### src/hdl/ampduDelimPkg.sv
// Shared widths, controller states and delimiter constants for the A-MPDU delimiter formatter
package ampduDelimPkg;

  ////////////////////
  // Data widths
  ////////////////////

  // One byte towards the MAC-PHY FIFO
  typedef logic [7:0]  byteT;

  // MPDU length from the parameter cache
  // Only bits 13:0 reach the delimiter
  typedef logic [15:0] frameLenT;

  // Byte position inside a delimiter or a padding run
  typedef logic [1:0]  byteIdxT;

  // Number of blank delimiters to insert
  typedef logic [9:0]  blankCountT;

  // Transmit modulation format code
  typedef logic [2:0]  formatModT;

  ////////////////////
  // Controller states
  ////////////////////

  typedef enum logic [1:0] {
    IDLE            = 2'd0,
    INSERT_BLANKDEL = 2'd1,
    INSERT_DEL      = 2'd2,
    INSERT_PAD      = 2'd3
  } delimFsmT;

  ////////////////////
  // Delimiter constants
  ////////////////////

  // Last byte of every delimiter
  localparam byteT      DEL_SIGNATURE   = 8'h4E;
  // VHT format selects the VHT byte 0 layout
  localparam formatModT FORMAT_VHT      = 3'b100;
  // CRC register start value
  localparam byteT      CRC_PRESET      = 8'hFF;
  // Index of the signature byte
  localparam byteIdxT   LAST_DELIM_BYTE = 2'd3;

endpackage
### src/hdl/formatAmpduDelimiter.sv
// Top of the A-MPDU delimiter formatter, placed between the transmit controller and the FIFO
`timescale 1ns/100ps

module formatAmpduDelimiter
(
  // Clock and resets
  input  logic                    macCoreTxClk,
  input  logic                    macCoreClkHardRst_n,
  input  logic                    macCoreTxClkSoftRst_n,

  // Transmit controller handshake
  input  logic                    aMPDUPaddingStart_p,
  input  logic                    aMPDUDelimiterStart_p,
  input  logic                    addBlankDelimiter,
  output logic                    aMPDUDelimiterDone_p,
  output logic                    aMPDUPaddingDone_p,

  // Parameter cache, stable from start to done
  input  ampduDelimPkg::frameLenT   MPDUFrameLengthTx,
  input  ampduDelimPkg::blankCountT nBlankMDelimiters,
  input  logic                      txSingleVHTMPDU,
  input  ampduDelimPkg::formatModT  formatModTx,

  // MAC-PHY FIFO side
  input  logic                    mpIfTxFifoFull,
  output ampduDelimPkg::byteT     aMPDUDelimiterData,
  output logic                    aMPDUDelimiterWriteEn
);

  ////////////////////
  // Internal wires
  ////////////////////

  // Controller state shared by formatter and padding
  ampduDelimPkg::delimFsmT fsmState;
  // Byte position from the sequencer
  ampduDelimPkg::byteIdxT  byteIdx;
  // Request in progress
  logic                    seqActive;
  // Unstalled signature byte
  logic                    delimiterSent;
  // Unstalled last pad byte
  logic                    paddingSent;
  // Inverted reversed CRC for byte 2
  ampduDelimPkg::byteT     crcByte;

  ////////////////////
  // Instances
  ////////////////////

  // State machine and blank delimiter count
  delimiterCtrlFsm uCtrlFsm
  (
    .macCoreTxClk          (macCoreTxClk),
    .macCoreClkHardRst_n   (macCoreClkHardRst_n),
    .macCoreTxClkSoftRst_n (macCoreTxClkSoftRst_n),
    .aMPDUDelimiterStart_p (aMPDUDelimiterStart_p),
    .aMPDUPaddingStart_p   (aMPDUPaddingStart_p),
    .addBlankDelimiter     (addBlankDelimiter),
    .nBlankMDelimiters     (nBlankMDelimiters),
    .delimiterSent         (delimiterSent),
    .paddingSent           (paddingSent),
    .fsmState              (fsmState),
    .aMPDUDelimiterDone_p  (aMPDUDelimiterDone_p),
    .aMPDUPaddingDone_p    (aMPDUPaddingDone_p)
  );

  // Byte pacing under FIFO back-pressure
  txByteSequencer uByteSeq
  (
    .macCoreTxClk          (macCoreTxClk),
    .macCoreClkHardRst_n   (macCoreClkHardRst_n),
    .macCoreTxClkSoftRst_n (macCoreTxClkSoftRst_n),
    .aMPDUDelimiterStart_p (aMPDUDelimiterStart_p),
    .aMPDUPaddingStart_p   (aMPDUPaddingStart_p),
    .aMPDUDelimiterDone_p  (aMPDUDelimiterDone_p),
    .aMPDUPaddingDone_p    (aMPDUPaddingDone_p),
    .mpIfTxFifoFull        (mpIfTxFifoFull),
    .byteIdx               (byteIdx),
    .seqActive             (seqActive),
    .delimiterSent         (delimiterSent),
    .aMPDUDelimiterWriteEn (aMPDUDelimiterWriteEn)
  );

  // CRC over bytes 0 and 1, fed back from the formatter
  delimiterCrc8 uCrc8
  (
    .macCoreTxClk          (macCoreTxClk),
    .macCoreClkHardRst_n   (macCoreClkHardRst_n),
    .macCoreTxClkSoftRst_n (macCoreTxClkSoftRst_n),
    .seqActive             (seqActive),
    .byteIdx               (byteIdx),
    .delimiterSent         (delimiterSent),
    .mpIfTxFifoFull        (mpIfTxFifoFull),
    .delimByte             (aMPDUDelimiterData),
    .crcByte               (crcByte)
  );

  // Byte multiplexer
  delimiterFormatter uFormatter
  (
    .fsmState              (fsmState),
    .byteIdx               (byteIdx),
    .MPDUFrameLengthTx     (MPDUFrameLengthTx),
    .formatModTx           (formatModTx),
    .txSingleVHTMPDU       (txSingleVHTMPDU),
    .crcByte               (crcByte),
    .delimByte             (aMPDUDelimiterData)
  );

  // Pad length and end of padding
  paddingCounter uPadCnt
  (
    .macCoreTxClk          (macCoreTxClk),
    .macCoreClkHardRst_n   (macCoreClkHardRst_n),
    .macCoreTxClkSoftRst_n (macCoreTxClkSoftRst_n),
    .fsmState              (fsmState),
    .aMPDUPaddingStart_p   (aMPDUPaddingStart_p),
    .MPDUFrameLengthTx     (MPDUFrameLengthTx),
    .byteIdx               (byteIdx),
    .mpIfTxFifoFull        (mpIfTxFifoFull),
    .paddingSent           (paddingSent)
  );

endmodule

### src/hdl/paddingCounter.sv
// Padding length tracker that flags the last zero byte needed for 4-byte alignment
`timescale 1ns/100ps

module paddingCounter
(
  input  logic                    macCoreTxClk,
  input  logic                    macCoreClkHardRst_n,
  input  logic                    macCoreTxClkSoftRst_n,
  input  ampduDelimPkg::delimFsmT fsmState,
  input  logic                    aMPDUPaddingStart_p,
  input  ampduDelimPkg::frameLenT MPDUFrameLengthTx,
  input  ampduDelimPkg::byteIdxT  byteIdx,
  input  logic                    mpIfTxFifoFull,
  output logic                    paddingSent
);

  // Length modulo four of the previous MPDU
  logic [1:0]             lenMod4;
  // Index of the last pad byte
  ampduDelimPkg::byteIdxT padIdx;

  // Captured at the padding start edge
  always_ff @(posedge macCoreTxClk or negedge macCoreClkHardRst_n)
  begin
    if (!macCoreClkHardRst_n)
      lenMod4 <= 2'd0;
    else if (!macCoreTxClkSoftRst_n || paddingSent)
      lenMod4 <= 2'd0;
    else if (aMPDUPaddingStart_p && (fsmState != ampduDelimPkg::INSERT_PAD))
      lenMod4 <= MPDUFrameLengthTx[1:0];
  end

  // Residue to last pad index
  // Residue 0 needs no padding and is not requested
  always_comb
  begin
    case (lenMod4)
      2'd1:    padIdx = 2'd2;
      2'd2:    padIdx = 2'd1;
      default: padIdx = 2'd0;
    endcase
  end

  // Last zero byte accepted by the FIFO
  assign paddingSent = (fsmState == ampduDelimPkg::INSERT_PAD) &&
                       (byteIdx == padIdx) && !mpIfTxFifoFull;

endmodule

### src/hdl/delimiterFormatter.sv
// Combinational byte selector building each delimiter byte from length, format and CRC
`timescale 1ns/100ps

module delimiterFormatter
(
  input  ampduDelimPkg::delimFsmT  fsmState,
  input  ampduDelimPkg::byteIdxT   byteIdx,
  input  ampduDelimPkg::frameLenT  MPDUFrameLengthTx,
  input  ampduDelimPkg::formatModT formatModTx,
  input  logic                     txSingleVHTMPDU,
  input  ampduDelimPkg::byteT      crcByte,
  output ampduDelimPkg::byteT      delimByte
);

  // Length carried by the delimiter, zero for blank ones
  logic [13:0] delimLen;
  // VHT byte 0 layout in use
  logic        vhtLayout;
  logic        inDelim;

  assign delimLen  = (fsmState == ampduDelimPkg::INSERT_BLANKDEL) ? 14'd0 :
                     MPDUFrameLengthTx[13:0];
  assign vhtLayout = (fsmState == ampduDelimPkg::INSERT_DEL) &&
                     (formatModTx == ampduDelimPkg::FORMAT_VHT);
  assign inDelim   = (fsmState == ampduDelimPkg::INSERT_BLANKDEL) ||
                     (fsmState == ampduDelimPkg::INSERT_DEL);

  always_comb
  begin
    delimByte = '0;
    // Padding and idle send zero bytes
    if (inDelim)
    begin
      case (byteIdx)
        2'd0:
          if (vhtLayout)
            delimByte = {delimLen[3:0], delimLen[13:12], 1'b0, txSingleVHTMPDU};
          else
            delimByte = {delimLen[3:0], 4'b0000};
        2'd1: delimByte = delimLen[11:4];
        2'd2: delimByte = crcByte;
        default: delimByte = ampduDelimPkg::DEL_SIGNATURE;
      endcase
    end
  end

endmodule

### src/hdl/delimiterCrc8.sv
// Running CRC-8 over the first two delimiter bytes, giving the byte 2 value
`timescale 1ns/100ps

module delimiterCrc8
(
  input  logic                   macCoreTxClk,
  input  logic                   macCoreClkHardRst_n,
  input  logic                   macCoreTxClkSoftRst_n,
  input  logic                   seqActive,
  input  ampduDelimPkg::byteIdxT byteIdx,
  input  logic                   delimiterSent,
  input  logic                   mpIfTxFifoFull,
  input  ampduDelimPkg::byteT    delimByte,
  output ampduDelimPkg::byteT    crcByte
);

  ampduDelimPkg::byteT crcReg;
  ampduDelimPkg::byteT crcNext;
  // Byte 0 or byte 1 accepted this cycle
  logic                crcFold;

  assign crcFold = !mpIfTxFifoFull && (byteIdx < 2'd2);

  // One byte per step, polynomial x8+x2+x+1
  // Data enters LSB first
  always_comb
  begin
    crcNext[0] = delimByte[0] ^ delimByte[1] ^ delimByte[7] ^ crcReg[0] ^ crcReg[6] ^ crcReg[7];
    crcNext[1] = delimByte[1] ^ delimByte[6] ^ delimByte[7] ^ crcReg[0] ^ crcReg[1] ^ crcReg[6];
    crcNext[2] = delimByte[1] ^ delimByte[5] ^ delimByte[6] ^ delimByte[7] ^
                 crcReg[0] ^ crcReg[1] ^ crcReg[2] ^ crcReg[6];
    crcNext[3] = delimByte[0] ^ delimByte[4] ^ delimByte[5] ^ delimByte[6] ^
                 crcReg[1] ^ crcReg[2] ^ crcReg[3] ^ crcReg[7];
    crcNext[4] = delimByte[3] ^ delimByte[4] ^ delimByte[5] ^ crcReg[2] ^ crcReg[3] ^ crcReg[4];
    crcNext[5] = delimByte[2] ^ delimByte[3] ^ delimByte[4] ^ crcReg[3] ^ crcReg[4] ^ crcReg[5];
    crcNext[6] = delimByte[1] ^ delimByte[2] ^ delimByte[3] ^ crcReg[4] ^ crcReg[5] ^ crcReg[6];
    crcNext[7] = delimByte[0] ^ delimByte[1] ^ delimByte[2] ^ crcReg[5] ^ crcReg[6] ^ crcReg[7];
  end

  // Preset between requests and after each signature byte
  always_ff @(posedge macCoreTxClk or negedge macCoreClkHardRst_n)
  begin
    if (!macCoreClkHardRst_n)
      crcReg <= ampduDelimPkg::CRC_PRESET;
    else if (!macCoreTxClkSoftRst_n || !seqActive || delimiterSent)
      crcReg <= ampduDelimPkg::CRC_PRESET;
    else if (crcFold)
      crcReg <= crcNext;
  end

  // Complement, MSB of the register goes out as bit 0
  always_comb
  begin
    for (int i = 0; i < 8; i++)
      crcByte[i] = ~crcReg[7-i];
  end

endmodule

### src/hdl/txByteSequencer.sv
// Byte sequencer that paces FIFO writes and tracks the byte position under back-pressure
`timescale 1ns/100ps

module txByteSequencer
(
  input  logic                   macCoreTxClk,
  input  logic                   macCoreClkHardRst_n,
  input  logic                   macCoreTxClkSoftRst_n,
  input  logic                   aMPDUDelimiterStart_p,
  input  logic                   aMPDUPaddingStart_p,
  input  logic                   aMPDUDelimiterDone_p,
  input  logic                   aMPDUPaddingDone_p,
  input  logic                   mpIfTxFifoFull,
  output ampduDelimPkg::byteIdxT byteIdx,
  output logic                   seqActive,
  output logic                   delimiterSent,
  output logic                   aMPDUDelimiterWriteEn
);

  // Set by a start pulse, cleared by a done pulse
  always_ff @(posedge macCoreTxClk or negedge macCoreClkHardRst_n)
  begin
    if (!macCoreClkHardRst_n)
      seqActive <= 1'b0;
    else if (!macCoreTxClkSoftRst_n || aMPDUDelimiterDone_p || aMPDUPaddingDone_p)
      seqActive <= 1'b0;
    else if (aMPDUDelimiterStart_p || aMPDUPaddingStart_p)
      seqActive <= 1'b1;
  end

  // Byte index, frozen while the FIFO is full
  // Wraps from 3 to 0 between back-to-back delimiters
  always_ff @(posedge macCoreTxClk or negedge macCoreClkHardRst_n)
  begin
    if (!macCoreClkHardRst_n)
      byteIdx <= '0;
    else if (!macCoreTxClkSoftRst_n || !seqActive)
      byteIdx <= '0;
    else if (!mpIfTxFifoFull)
      byteIdx <= byteIdx + 2'd1;
  end

  // One write per unstalled active cycle
  assign aMPDUDelimiterWriteEn = seqActive && !mpIfTxFifoFull;

  // Signature byte accepted by the FIFO
  assign delimiterSent = aMPDUDelimiterWriteEn &&
                         (byteIdx == ampduDelimPkg::LAST_DELIM_BYTE);

endmodule

### src/hdl/delimiterCtrlFsm.sv
// Controller FSM that sequences blank delimiters, the real delimiter and padding runs
`timescale 1ns/100ps

module delimiterCtrlFsm
(
  input  logic                      macCoreTxClk,
  input  logic                      macCoreClkHardRst_n,
  input  logic                      macCoreTxClkSoftRst_n,
  input  logic                      aMPDUDelimiterStart_p,
  input  logic                      aMPDUPaddingStart_p,
  input  logic                      addBlankDelimiter,
  input  ampduDelimPkg::blankCountT nBlankMDelimiters,
  input  logic                      delimiterSent,
  input  logic                      paddingSent,
  output ampduDelimPkg::delimFsmT   fsmState,
  output logic                      aMPDUDelimiterDone_p,
  output logic                      aMPDUPaddingDone_p
);

  ampduDelimPkg::delimFsmT   fsmNext;
  // Blank delimiters already written
  ampduDelimPkg::blankCountT nBlankSent;
  // Current delimiter is the final blank one
  logic                      lastBlank;

  assign lastBlank = (nBlankSent == (nBlankMDelimiters - 10'd1));

  ////////////////////
  // State register
  ////////////////////

  always_ff @(posedge macCoreTxClk or negedge macCoreClkHardRst_n)
  begin
    if (!macCoreClkHardRst_n)
      fsmState <= ampduDelimPkg::IDLE;
    else if (!macCoreTxClkSoftRst_n)
      fsmState <= ampduDelimPkg::IDLE;
    else
      fsmState <= fsmNext;
  end

  ////////////////////
  // Next state
  ////////////////////

  always_comb
  begin
    fsmNext = fsmState;
    case (fsmState)
      ampduDelimPkg::IDLE:
      begin
        // Padding wins over a delimiter request
        if (aMPDUPaddingStart_p)
          fsmNext = ampduDelimPkg::INSERT_PAD;
        else if (aMPDUDelimiterStart_p && addBlankDelimiter)
          fsmNext = ampduDelimPkg::INSERT_BLANKDEL;
        else if (aMPDUDelimiterStart_p)
          fsmNext = ampduDelimPkg::INSERT_DEL;
      end
      ampduDelimPkg::INSERT_BLANKDEL:
      begin
        // Real delimiter follows the last blank one
        if (delimiterSent && lastBlank)
          fsmNext = ampduDelimPkg::INSERT_DEL;
      end
      ampduDelimPkg::INSERT_DEL:
      begin
        if (delimiterSent)
          fsmNext = ampduDelimPkg::IDLE;
      end
      ampduDelimPkg::INSERT_PAD:
      begin
        if (paddingSent)
          fsmNext = ampduDelimPkg::IDLE;
      end
      default:
        fsmNext = ampduDelimPkg::IDLE;
    endcase
  end

  ////////////////////
  // Blank delimiter count
  ////////////////////

  // Only counts inside the blank phase
  always_ff @(posedge macCoreTxClk or negedge macCoreClkHardRst_n)
  begin
    if (!macCoreClkHardRst_n)
      nBlankSent <= '0;
    else if (!macCoreTxClkSoftRst_n || (fsmState != ampduDelimPkg::INSERT_BLANKDEL))
      nBlankSent <= '0;
    else if (delimiterSent)
      nBlankSent <= nBlankSent + 10'd1;
  end

  // Done pulses towards the transmit controller
  assign aMPDUDelimiterDone_p = delimiterSent && (fsmState == ampduDelimPkg::INSERT_DEL);
  assign aMPDUPaddingDone_p   = paddingSent && (fsmState == ampduDelimPkg::INSERT_PAD);

endmodule

### config.mk
export PLATFORM = sky130hd
export DESIGN_NAME = formatAmpduDelimiter
export DESIGN_NICKNAME = d
export VERILOG_FILES = /design/src/hdl/ampduDelimPkg.sv /design/src/hdl/formatAmpduDelimiter.sv /design/src/hdl/paddingCounter.sv /design/src/hdl/delimiterFormatter.sv /design/src/hdl/delimiterCrc8.sv /design/src/hdl/txByteSequencer.sv /design/src/hdl/delimiterCtrlFsm.sv
export SDC_FILE = /design/constraint.sdc
export NUM_CORES = 1
export LEC_CHECK = 0
export BUFFER_PORTS_ARGS = -buffer_cell sky130_fd_sc_hd__buf_2
export CAP_MARGIN = 0
export CORE_AREA = 2 2 69 78
export CTS_CLUSTER_SIZE = 24
export DETAILED_ROUTE_END_ITERATION = 6
export DIE_AREA = 0 0 71 80
export PLACE_DENSITY = 0.78
export SYNTH_ARGS = -nofsm -noshare
export SYNTH_HDL_FRONTEND = slang
export SYNTH_SLANG_ARGS = --single-unit
### constraint.sdc
create_clock -name macCoreTxClk -period 7.7 [get_ports macCoreTxClk]
set_input_delay 1.155 -clock macCoreTxClk [delete_from_list [all_inputs] [get_ports macCoreTxClk]]
set_output_delay 1.155 -clock macCoreTxClk [all_outputs]
set_load 0.01 [all_outputs]
=== After elaboration in Yosys (flattened, before gate mapping) ===
Cells that the tools add are included.
Widths: inputs -> output; s select.

* Add/subtract/negate cells: 3
* Bitwise operators: 51
* Muxes and demuxes: 23
* Magnitude comparators: 1
* Reductions and logical operators: 29
* Equality and inequality tests: 18

{| class="wikitable"
|+ Operators by type and width
! operator !! number
|-
| $xor 1x1->1 || 43
|-
| $mux 8 || 3
|-
| $pmux 8 s3 || 1
|-
| $mux 2 || 11
|-
| $mux 10 || 2
|-
| $mux 14 || 1
|-
| $logic_and 1x1->1 || 11
|-
| $add 10x1->10 const B || 1
|-
| $eq 10x10->1 || 1
|-
| $eq 2x2->1 const B || 5
|-
| $sub 10x1->10 const B || 1
|-
| $ne 3x2->1 const B || 3
|-
| $logic_or 1x1->1 || 8
|-
| $not 1->1 || 8
|-
| $pmux 2 s4 || 1
|-
| $reduce_bool 2->1 || 4
|-
| $eq 2x1->1 const B || 3
|-
| $ne 5x4->1 const B || 1
|-
| $logic_not 2->1 || 2
|-
| $mux 4 || 1
|-
| $ne 2x1->1 const B || 2
|-
| $pmux 2 s2 || 1
|-
| $reduce_and 4->1 || 1
|-
| $eq 3x3->1 const B || 1
|-
| other kinds (6) || 9
|}

* Word-level logic and storage cells: 131
* Output and inout port bits: 11
* Input port bits: 37
* Register bits: 25

=== Logic depth before layout (Yosys ltp) ===
Gate-level depths: netlist (run 1).

* Word-level depth: 14
* Mapped depth: 10
* Gate-level depth less buffers: 9

=== Hierarchy ===
Synthesis (run 1) repeated with hierarchy kept, for this count alone.

* Cells, all modules: 243
* Area total of the unflattened synthesis: 2187.1 um2

{| class="wikitable"
|+ Modules (own cells, without submodules)
! module !! cells each !! sequential area each (um2) !! times used !! area each (um2)
|-
| delimiterCtrlFsm || 110 || 300.3 || 1 || 942.2
|-
| delimiterCrc8 || 64 || 210.2 || 1 || 656.9
|-
| delimiterFormatter || 40 || 0.0 || 1 || 281.5
|-
| paddingCounter || 16 || 50.0 || 1 || 153.9
|-
| txByteSequencer || 13 || 75.1 || 1 || 152.6
|}

=== Worst setup path before layout (run 1) ===
Ideal clock, no wire load.

* Path kind: input -> output
* Start: in formatModTx[1]
* End: out aMPDUDelimiterData[2]
* Path buffers: 0
* Stages on the path: 3
* Required time: 6.545 ns
* Arrival: 2.250 ns
* Slack: 4.295 ns
* Cells stage by stage: or2_1 > or4_1 > a21boi_0

* Cells in the longest elaborated chain, start to end: 5

{| class="wikitable"
|+ RTL lines
! element !! line !! text
|-
| from (decl) || formatAmpduDelimiter.sv:22 || <nowiki>input ampduDelimPkg::formatModT formatModTx,</nowiki>
|-
| $eq 3x3->1 || delimiterFormatter.sv:24 || <nowiki>(formatModTx == ampduDelimPkg::FORMAT_VHT);</nowiki>
|-
| $logic_and 1x1->1 || delimiterFormatter.sv:23 || <nowiki>assign vhtLayout = (fsmState == ampduDelimPkg::INSERT_DEL) &&</nowiki>
|-
| $mux 4 || delimiterFormatter.sv:36 || <nowiki>if (vhtLayout)</nowiki>
|-
| $pmux 8 s3 || delimiterFormatter.sv:34 || <nowiki>case (byteIdx)</nowiki>
|-
| $mux 8 || delimiterFormatter.sv:32 || <nowiki>if (inDelim)</nowiki>
|-
| to (decl) || formatAmpduDelimiter.sv:26 || <nowiki>output ampduDelimPkg::byteT aMPDUDelimiterData,</nowiki>
|}

Every way passes these cells.

=== Worst setup path in the final report (run 1) ===
Same ends and word-level chain as after synthesis.

==> impl_metrics.json, run 1 <==
{
  "outcome": "completed",
  "post_drt_wl_per_cell_um": 14.2,
  "grt_use_total_pct": 20.1,
  "cts_setup_buffers": 0,
  "path_class": "in2out",
  "required_ns": 6.55,
  "wirelength_um": 5370,
  "synthArstFlopShare_pct": 100,
  "ys.flop_type": "dfrtp_1",
  "arrival_ns": 2.56,
  "crit_fanout": 3,
  "busiest_layer": "met2",
  "ctsResizeCount": 0,
  "diodes": 0,
  "max_freq_mhz": 269,
  "drv_slew": 0,
  "synth_edf_count": 0,
  "numPortBuffers": 45,
  "firstDrtPassIters": 4,
  "ir_worst_vdd_uv": 78.4,
  "syn_nets": 326,
  "synth_area_leaders": "dfrtp_1 (18%), dfstp_2 (8.8%), xnor2_1 (8.4%)",
  "cts_tree": "built",
  "design_area_sq_um": 2660,
  "cts_sinks": 25,
  "syn_area_per_cell_sq_um": 8.58,
  "die_h_um": 80,
  "setup_viol": 0,
  "hold_viol_final": 0,
  "io_pins": 48,
  "die_x_um": 71,
  "grt_pass1_vias": 2109,
  "drv_cap": 0,
  "grt_max_degree": 26,
  "place_congestion": 0.842,
  "layout.nets": 368,
  "route.detailed.drc": 0,
  "place_area_sq_um": 2620,
  "grt_antenna_before_repair": 0,
  "max_slew_margin_pct": 58.6,
  "hpwl_um": 4210,
  "clk_pin_slew_ns": 0.08,
  "clk_latency_ns": 0.26,
  "yosysWarningCount": 0,
  "detail_route.vias_per_cell": 5.61,
  "core_sq_um": 4900,
  "synth_top_area_cell": "dfrtp_1",
  "cts_hold_buf": 0,
  "startpoint_type": "input pin",
  "dieArea_sq_um": 5680,
  "ant_nets": 0,
  "yosysTopAreaCellShare_pct": 17.8,
  "grt_first_pass_wirelength_um": 9380,
  "cts_buffers": 3,
  "grt_setup_unrepaired": "no",
  "met2_usage_pct": 36.0,
  "synthCells": 278,
  "yosysSeqAreaShare_pct": 26.6,
  "power_leakage_nw": 1.20,
  "h-tree-depth": 1,
  "vias": 2114,
  "fin_tns_setup_ns": 0,
  "powerDensity_nw_per_um2": 200,
  "drtIter0Drc": 120,
  "hp-class": "reg2reg",
  "grt_overflow": 0,
  "finClkSkew_ns": 0.00793,
  "initial_core_util_pct": 48.7,
  "row_count": 27,
  "grt_use_met3_pct": 2.15,
  "area_growth_pct": 11.6,
  "period_share_pct": 48.3,
  "finalCriticalPeriod_ns": 3.72,
  "synth.distinct_cells": 60,
  "use_met1_pct": 25.4,
  "drive_gt1_share_pct": 21.0,
  "ys_seq_elements": 25,
  "clockBufferDepth": 2,
  "synth_area_sq_um": 2390,
  "endpoint_kind": "output port",
  "worst_pin_slew_ns": 0.616,
  "clockRootBuffer": "clkbuf_8"
}
[registers in the layout, indices dropped and copies added, names as in the netlist]
register             flops
uPadCnt.lenMod4          2
uCtrlFsm.nBlankSent     10
uCtrlFsm.fsmState        2
uCrc8.crcReg             8
uByteSeq.seqActive       1
uByteSeq.byteIdx         2
[where the power goes]
group,switching (W),internal (W),total [W],leakage [nW]
clock network,0.0000404,0.0000369,0.0000773,0.0228
logic,0.000154,0.000139,0.000293,0.858
registers,0.0000132,0.000148,0.000161,0.316
[logic make-up (layout without fill, tap and decap cells)]
| group | Yosys count | count (layout) | share of synthesized area, % |
|---|---|---|---|
| buf+inv | 23 | 64 | 5.14 |
| compound gates | 46 | 46 | 13.3 |
| simple gates | 122 | 122 | 28.9 |
| mux | 8 | 8 | 3.36 |
| fa+ha+maj | 11 | 11 | 5.77 |
| xor+xnor | 43 | 43 | 16.9 |
| flops | 25 | 25 | 26.6 |
[worst paths after layout]
path                                      start                      to  slack (ns)  depth (start not counted)
hold / removal                  uCrc8.crcReg[0]         uCrc8.crcReg[0]        0.52                          2
hold reg to reg                 uCrc8.crcReg[0]         uCrc8.crcReg[0]        0.52                          2
max in group asynchronous   macCoreClkHardRst_n  uCtrlFsm.nBlankSent[0]        6.42                          1
min in group asynchronous   macCoreClkHardRst_n  uCtrlFsm.nBlankSent[9]        0.87                          1
setup / recovery                 formatModTx[1]   aMPDUDelimiterData[2]        3.98                          5
setup reg to reg           uCtrlFsm.fsmState[1]         uCrc8.crcReg[2]        4.68                          9
[worst max-delay path, stage by stage]
cell and delay (ns):
buf_2 0.09, or2_1 0.24, or4_1 0.46, a21boi_0 0.39
buf_2 0.21
[through the flow]
step / std cells / hold slack [ns] / worst slack, ns / util [%] / power [W]
6_report: 377 / 0.522 / 3.98 / 54.4 / 0.000532
5_1_grt: 377 / 0.554 / 3.95 / 54.4 / 0.000569
4_1_cts: 377 / 0.530 / 4.00 / 54.4 / 0.000533
3_5_place_dp: 373 / 0.516 / 4.01 / 53.4 / 0.000452
3_3_place_gp: 373 / 0.502 / 4.03 / 53.4 / 0.000449
2_1_floorplan: 278 / 0.489 / 4.29 / - / 0.000401
[placed cells by master (no fill, tap or decap), drive strengths merged, types with 4 or more instances in the layout]
cell type	instances
xor2	18
buf	45
nand3b	9
and3b	4
nand2b	6
nand4	4
mux2i	8
o21ai	9
dfrtp	17
inv	15
ha	11
clkbuf	4
xnor2	23
nor2	33
dfstp	8
nand3	13
nor2b	8
nor3	9
a21oi	12
nand2	11
[Yosys cell counts, drive strengths merged (2+ instances only)]
cell and instances:
dfrtp 17, o211a 2, nand3 13, nand2 11, a21o 3, clkbuf 4, nor2b 8, inv 15
o211ai 2, xor2 18, xnor2 23, mux2i 8, and2 2, a21oi 12, nor2 33, and3b 4
nor4 3, nor4b 2, and2b 3, ha 11, o31ai 3, and3 3, xnor3 2, nand2b 6
or4 3, dfstp 8, nand3b 9, buf 3, o21ai 9, nor3 9, nand4 4, or3 3
or2 2, a31oi 3
[metal layers]
metal	vias up	routed length, um
met1	984	2350
met3	6	324
met4	0	62
met2	64	2630
li1	1060	-
met5	-	0
[final cells by class]
cell class                      instances  area [sq um]
Inverter                               15          56.3
Timing Repair Buffer                   45           225
Sequential cell                        25           636
Clock buffer                            4          45.0
Fill cell                             448          2240
Tap cell                               58          72.6
Multi-Input combinational cell        230          1630
Power figures use the tool's default switching activity.
==> inputs of run 2 (changes only) <==
Clock period 7.7 ns to 3.5 ns, I/O delays scaled along.
==> impl_metrics.json, run 2 (synthesis results as in run 1) <==
{
  "clockBufferDepth": 2,
  "cts_hold_buf": 0,
  "drv_cap": 0,
  "clk_latency_ns": 0.28,
  "ctsResizeCount": 0,
  "grt_antenna_before_repair": 0,
  "row_count": 27,
  "crit_fanout": 9,
  "cts_setup_buffers": 0,
  "setup_ws_ns": 0.577,
  "hp-class": "in2async",
  "grt_max_degree": 26,
  "hold-worst-slack_ns": 0.224,
  "finClkSkew_ns": 0.0102,
  "path_class": "reg2out",
  "grt_first_pass_wirelength_um": 9430,
  "cts_sinks": 25,
  "power_leakage_nw": 1.21,
  "final_cells": 379,
  "drv_slew": 0,
  "hold_viol_final": 0,
  "outcome": "completed",
  "wirelength_um": 5480,
  "firstDrtPassIters": 5,
  "grt_use_total_pct": 20.4,
  "reg_top3": "uCtrlFsm.nBlankSent (10), uCrc8.crcReg (8)",
  "detail_route.vias_per_cell": 5.72,
  "largest_reg_flops": 10,
  "startpoint_type": "flop",
  "arrival_ns": 2.40,
  "clockRootBuffer": "clkbuf_8",
  "layout.nets": 370,
  "clk_pin_slew_ns": 0.09,
  "max_slew_margin_pct": 59.4,
  "largest_register": "uCtrlFsm.nBlankSent",
  "drtIter0Drc": 99,
  "ant_nets": 0,
  "place_inst": 375,
  "fin_tns_setup_ns": 0,
  "diodes": 0,
  "ir_worst_vdd_uv": 184,
  "max_freq_mhz": 342,
  "die_h_um": 80,
  "period_share_pct": 83.5,
  "dieArea_sq_um": 5680,
  "fillers": 441,
  "post_drt_wl_per_cell_um": 14.5,
  "final_cell_mix": "buf_2 (45), nor2_1 (33), xnor2_1 (23), xor2_1 (18), dfrtp_1 (17)",
  "worst_pin_slew_ns": 0.604,
  "cts_tree": "built",
  "die_x_um": 71,
  "pre_cts_ws_ns": 0.666,
  "required_ns": 2.97,
  "finalCriticalPeriod_ns": 2.92,
  "grt_pass1_vias": 2155,
  "drive_gt1_share_pct": 21.5,
  "io_pins": 48,
  "vias": 2167,
  "grt_setup_unrepaired": "no",
  "initial_core_util_pct": 48.7,
  "grt_overflow": 0,
  "route.detailed.drc": 0,
  "powerDensity_nw_per_um2": 442,
  "h-tree-depth": 1,
  "place_congestion": 0.911,
  "numPortBuffers": 45,
  "final_common_cell": "buf_2",
  "setup_viol": 0,
  "area_growth_pct": 12.2,
  "hpwl_um": 4380,
  "cts_buffers": 3,
  "core_sq_um": 4900,
  "endpoint_kind": "output port"
}
-- run 2: cell types whose count changed in the layout (fill, tap and decap cells not counted) --
cell / previous run / this run
buf_4: 0 / 2
-- run 2: worst paths after layout --
kind	startpoint	to	slack (ns)	depth (start not counted)
max	uCtrlFsm.fsmState[1]	aMPDUDelimiterData[2]	0.58	6
min	macCoreClkHardRst_n	uCtrlFsm.nBlankSent[7]	0.22	1
max reg2reg	uByteSeq.byteIdx[0]	uCrc8.crcReg[2]	0.61	9
min reg2reg	uCrc8.crcReg[0]	uCrc8.crcReg[0]	0.53	2
max in group asynchronous	macCoreClkHardRst_n	uCrc8.crcReg[0]	2.88	1
min in group macCoreTxClk	MPDUFrameLengthTx[0]	uPadCnt.lenMod4[0]	0.52	3
-- run 2: final cells by class --
type	count	area (sq um)	area share, %
multi-input cells	230	1630	60.8
flip-flops and latches	25	636	23.7
repair buffers	47	240	8.97
well taps	58	72.6	2.71
inverters	15	56.3	2.10
clock buffers	4	45.0	1.68
-- run 2: report_power, final --
part,internal [W],total [W],switching (W)
logic,0.000310,0.000653,0.000343
registers,0.000325,0.000356,0.0000304
clock network,0.0000816,0.000176,0.0000940
total,0.000718,0.00118,0.000467
-- run 2: through the flow --
stage                     power, W  cell area [sq um]  utilization (%)
final                      0.00118               2680             54.7
after global routing       0.00126               2680             54.7
after CTS                  0.00118               2680             54.7
after detailed placement   0.00100               2630             53.7
after global placement    0.000990               2630             53.7
after floorplan           0.000883               2390                -
-- run 2: critical path, cell delays in order (launching register included) --
cell	delay, ns
dfrtp_1	0.38
inv_1	0.08
ha_1	0.29
buf_4	0.21
or4_1	0.52
a21boi_0	0.42
buf_2	0.22
-- run 2: routing by layer --
| metal | up-vias | part of all wire (%) | global-route usage [%] |
|---|---|---|---|
| met5 | - | 0 | 0 |
| met1 | 1037 | 45 | 24.8 |
| li1 | 1064 | - | - |
| met3 | 13 | 4.5 | 2.15 |
| met2 | 53 | 48 | 36.1 |
| met4 | 0 | 2.3 | 9.06 |
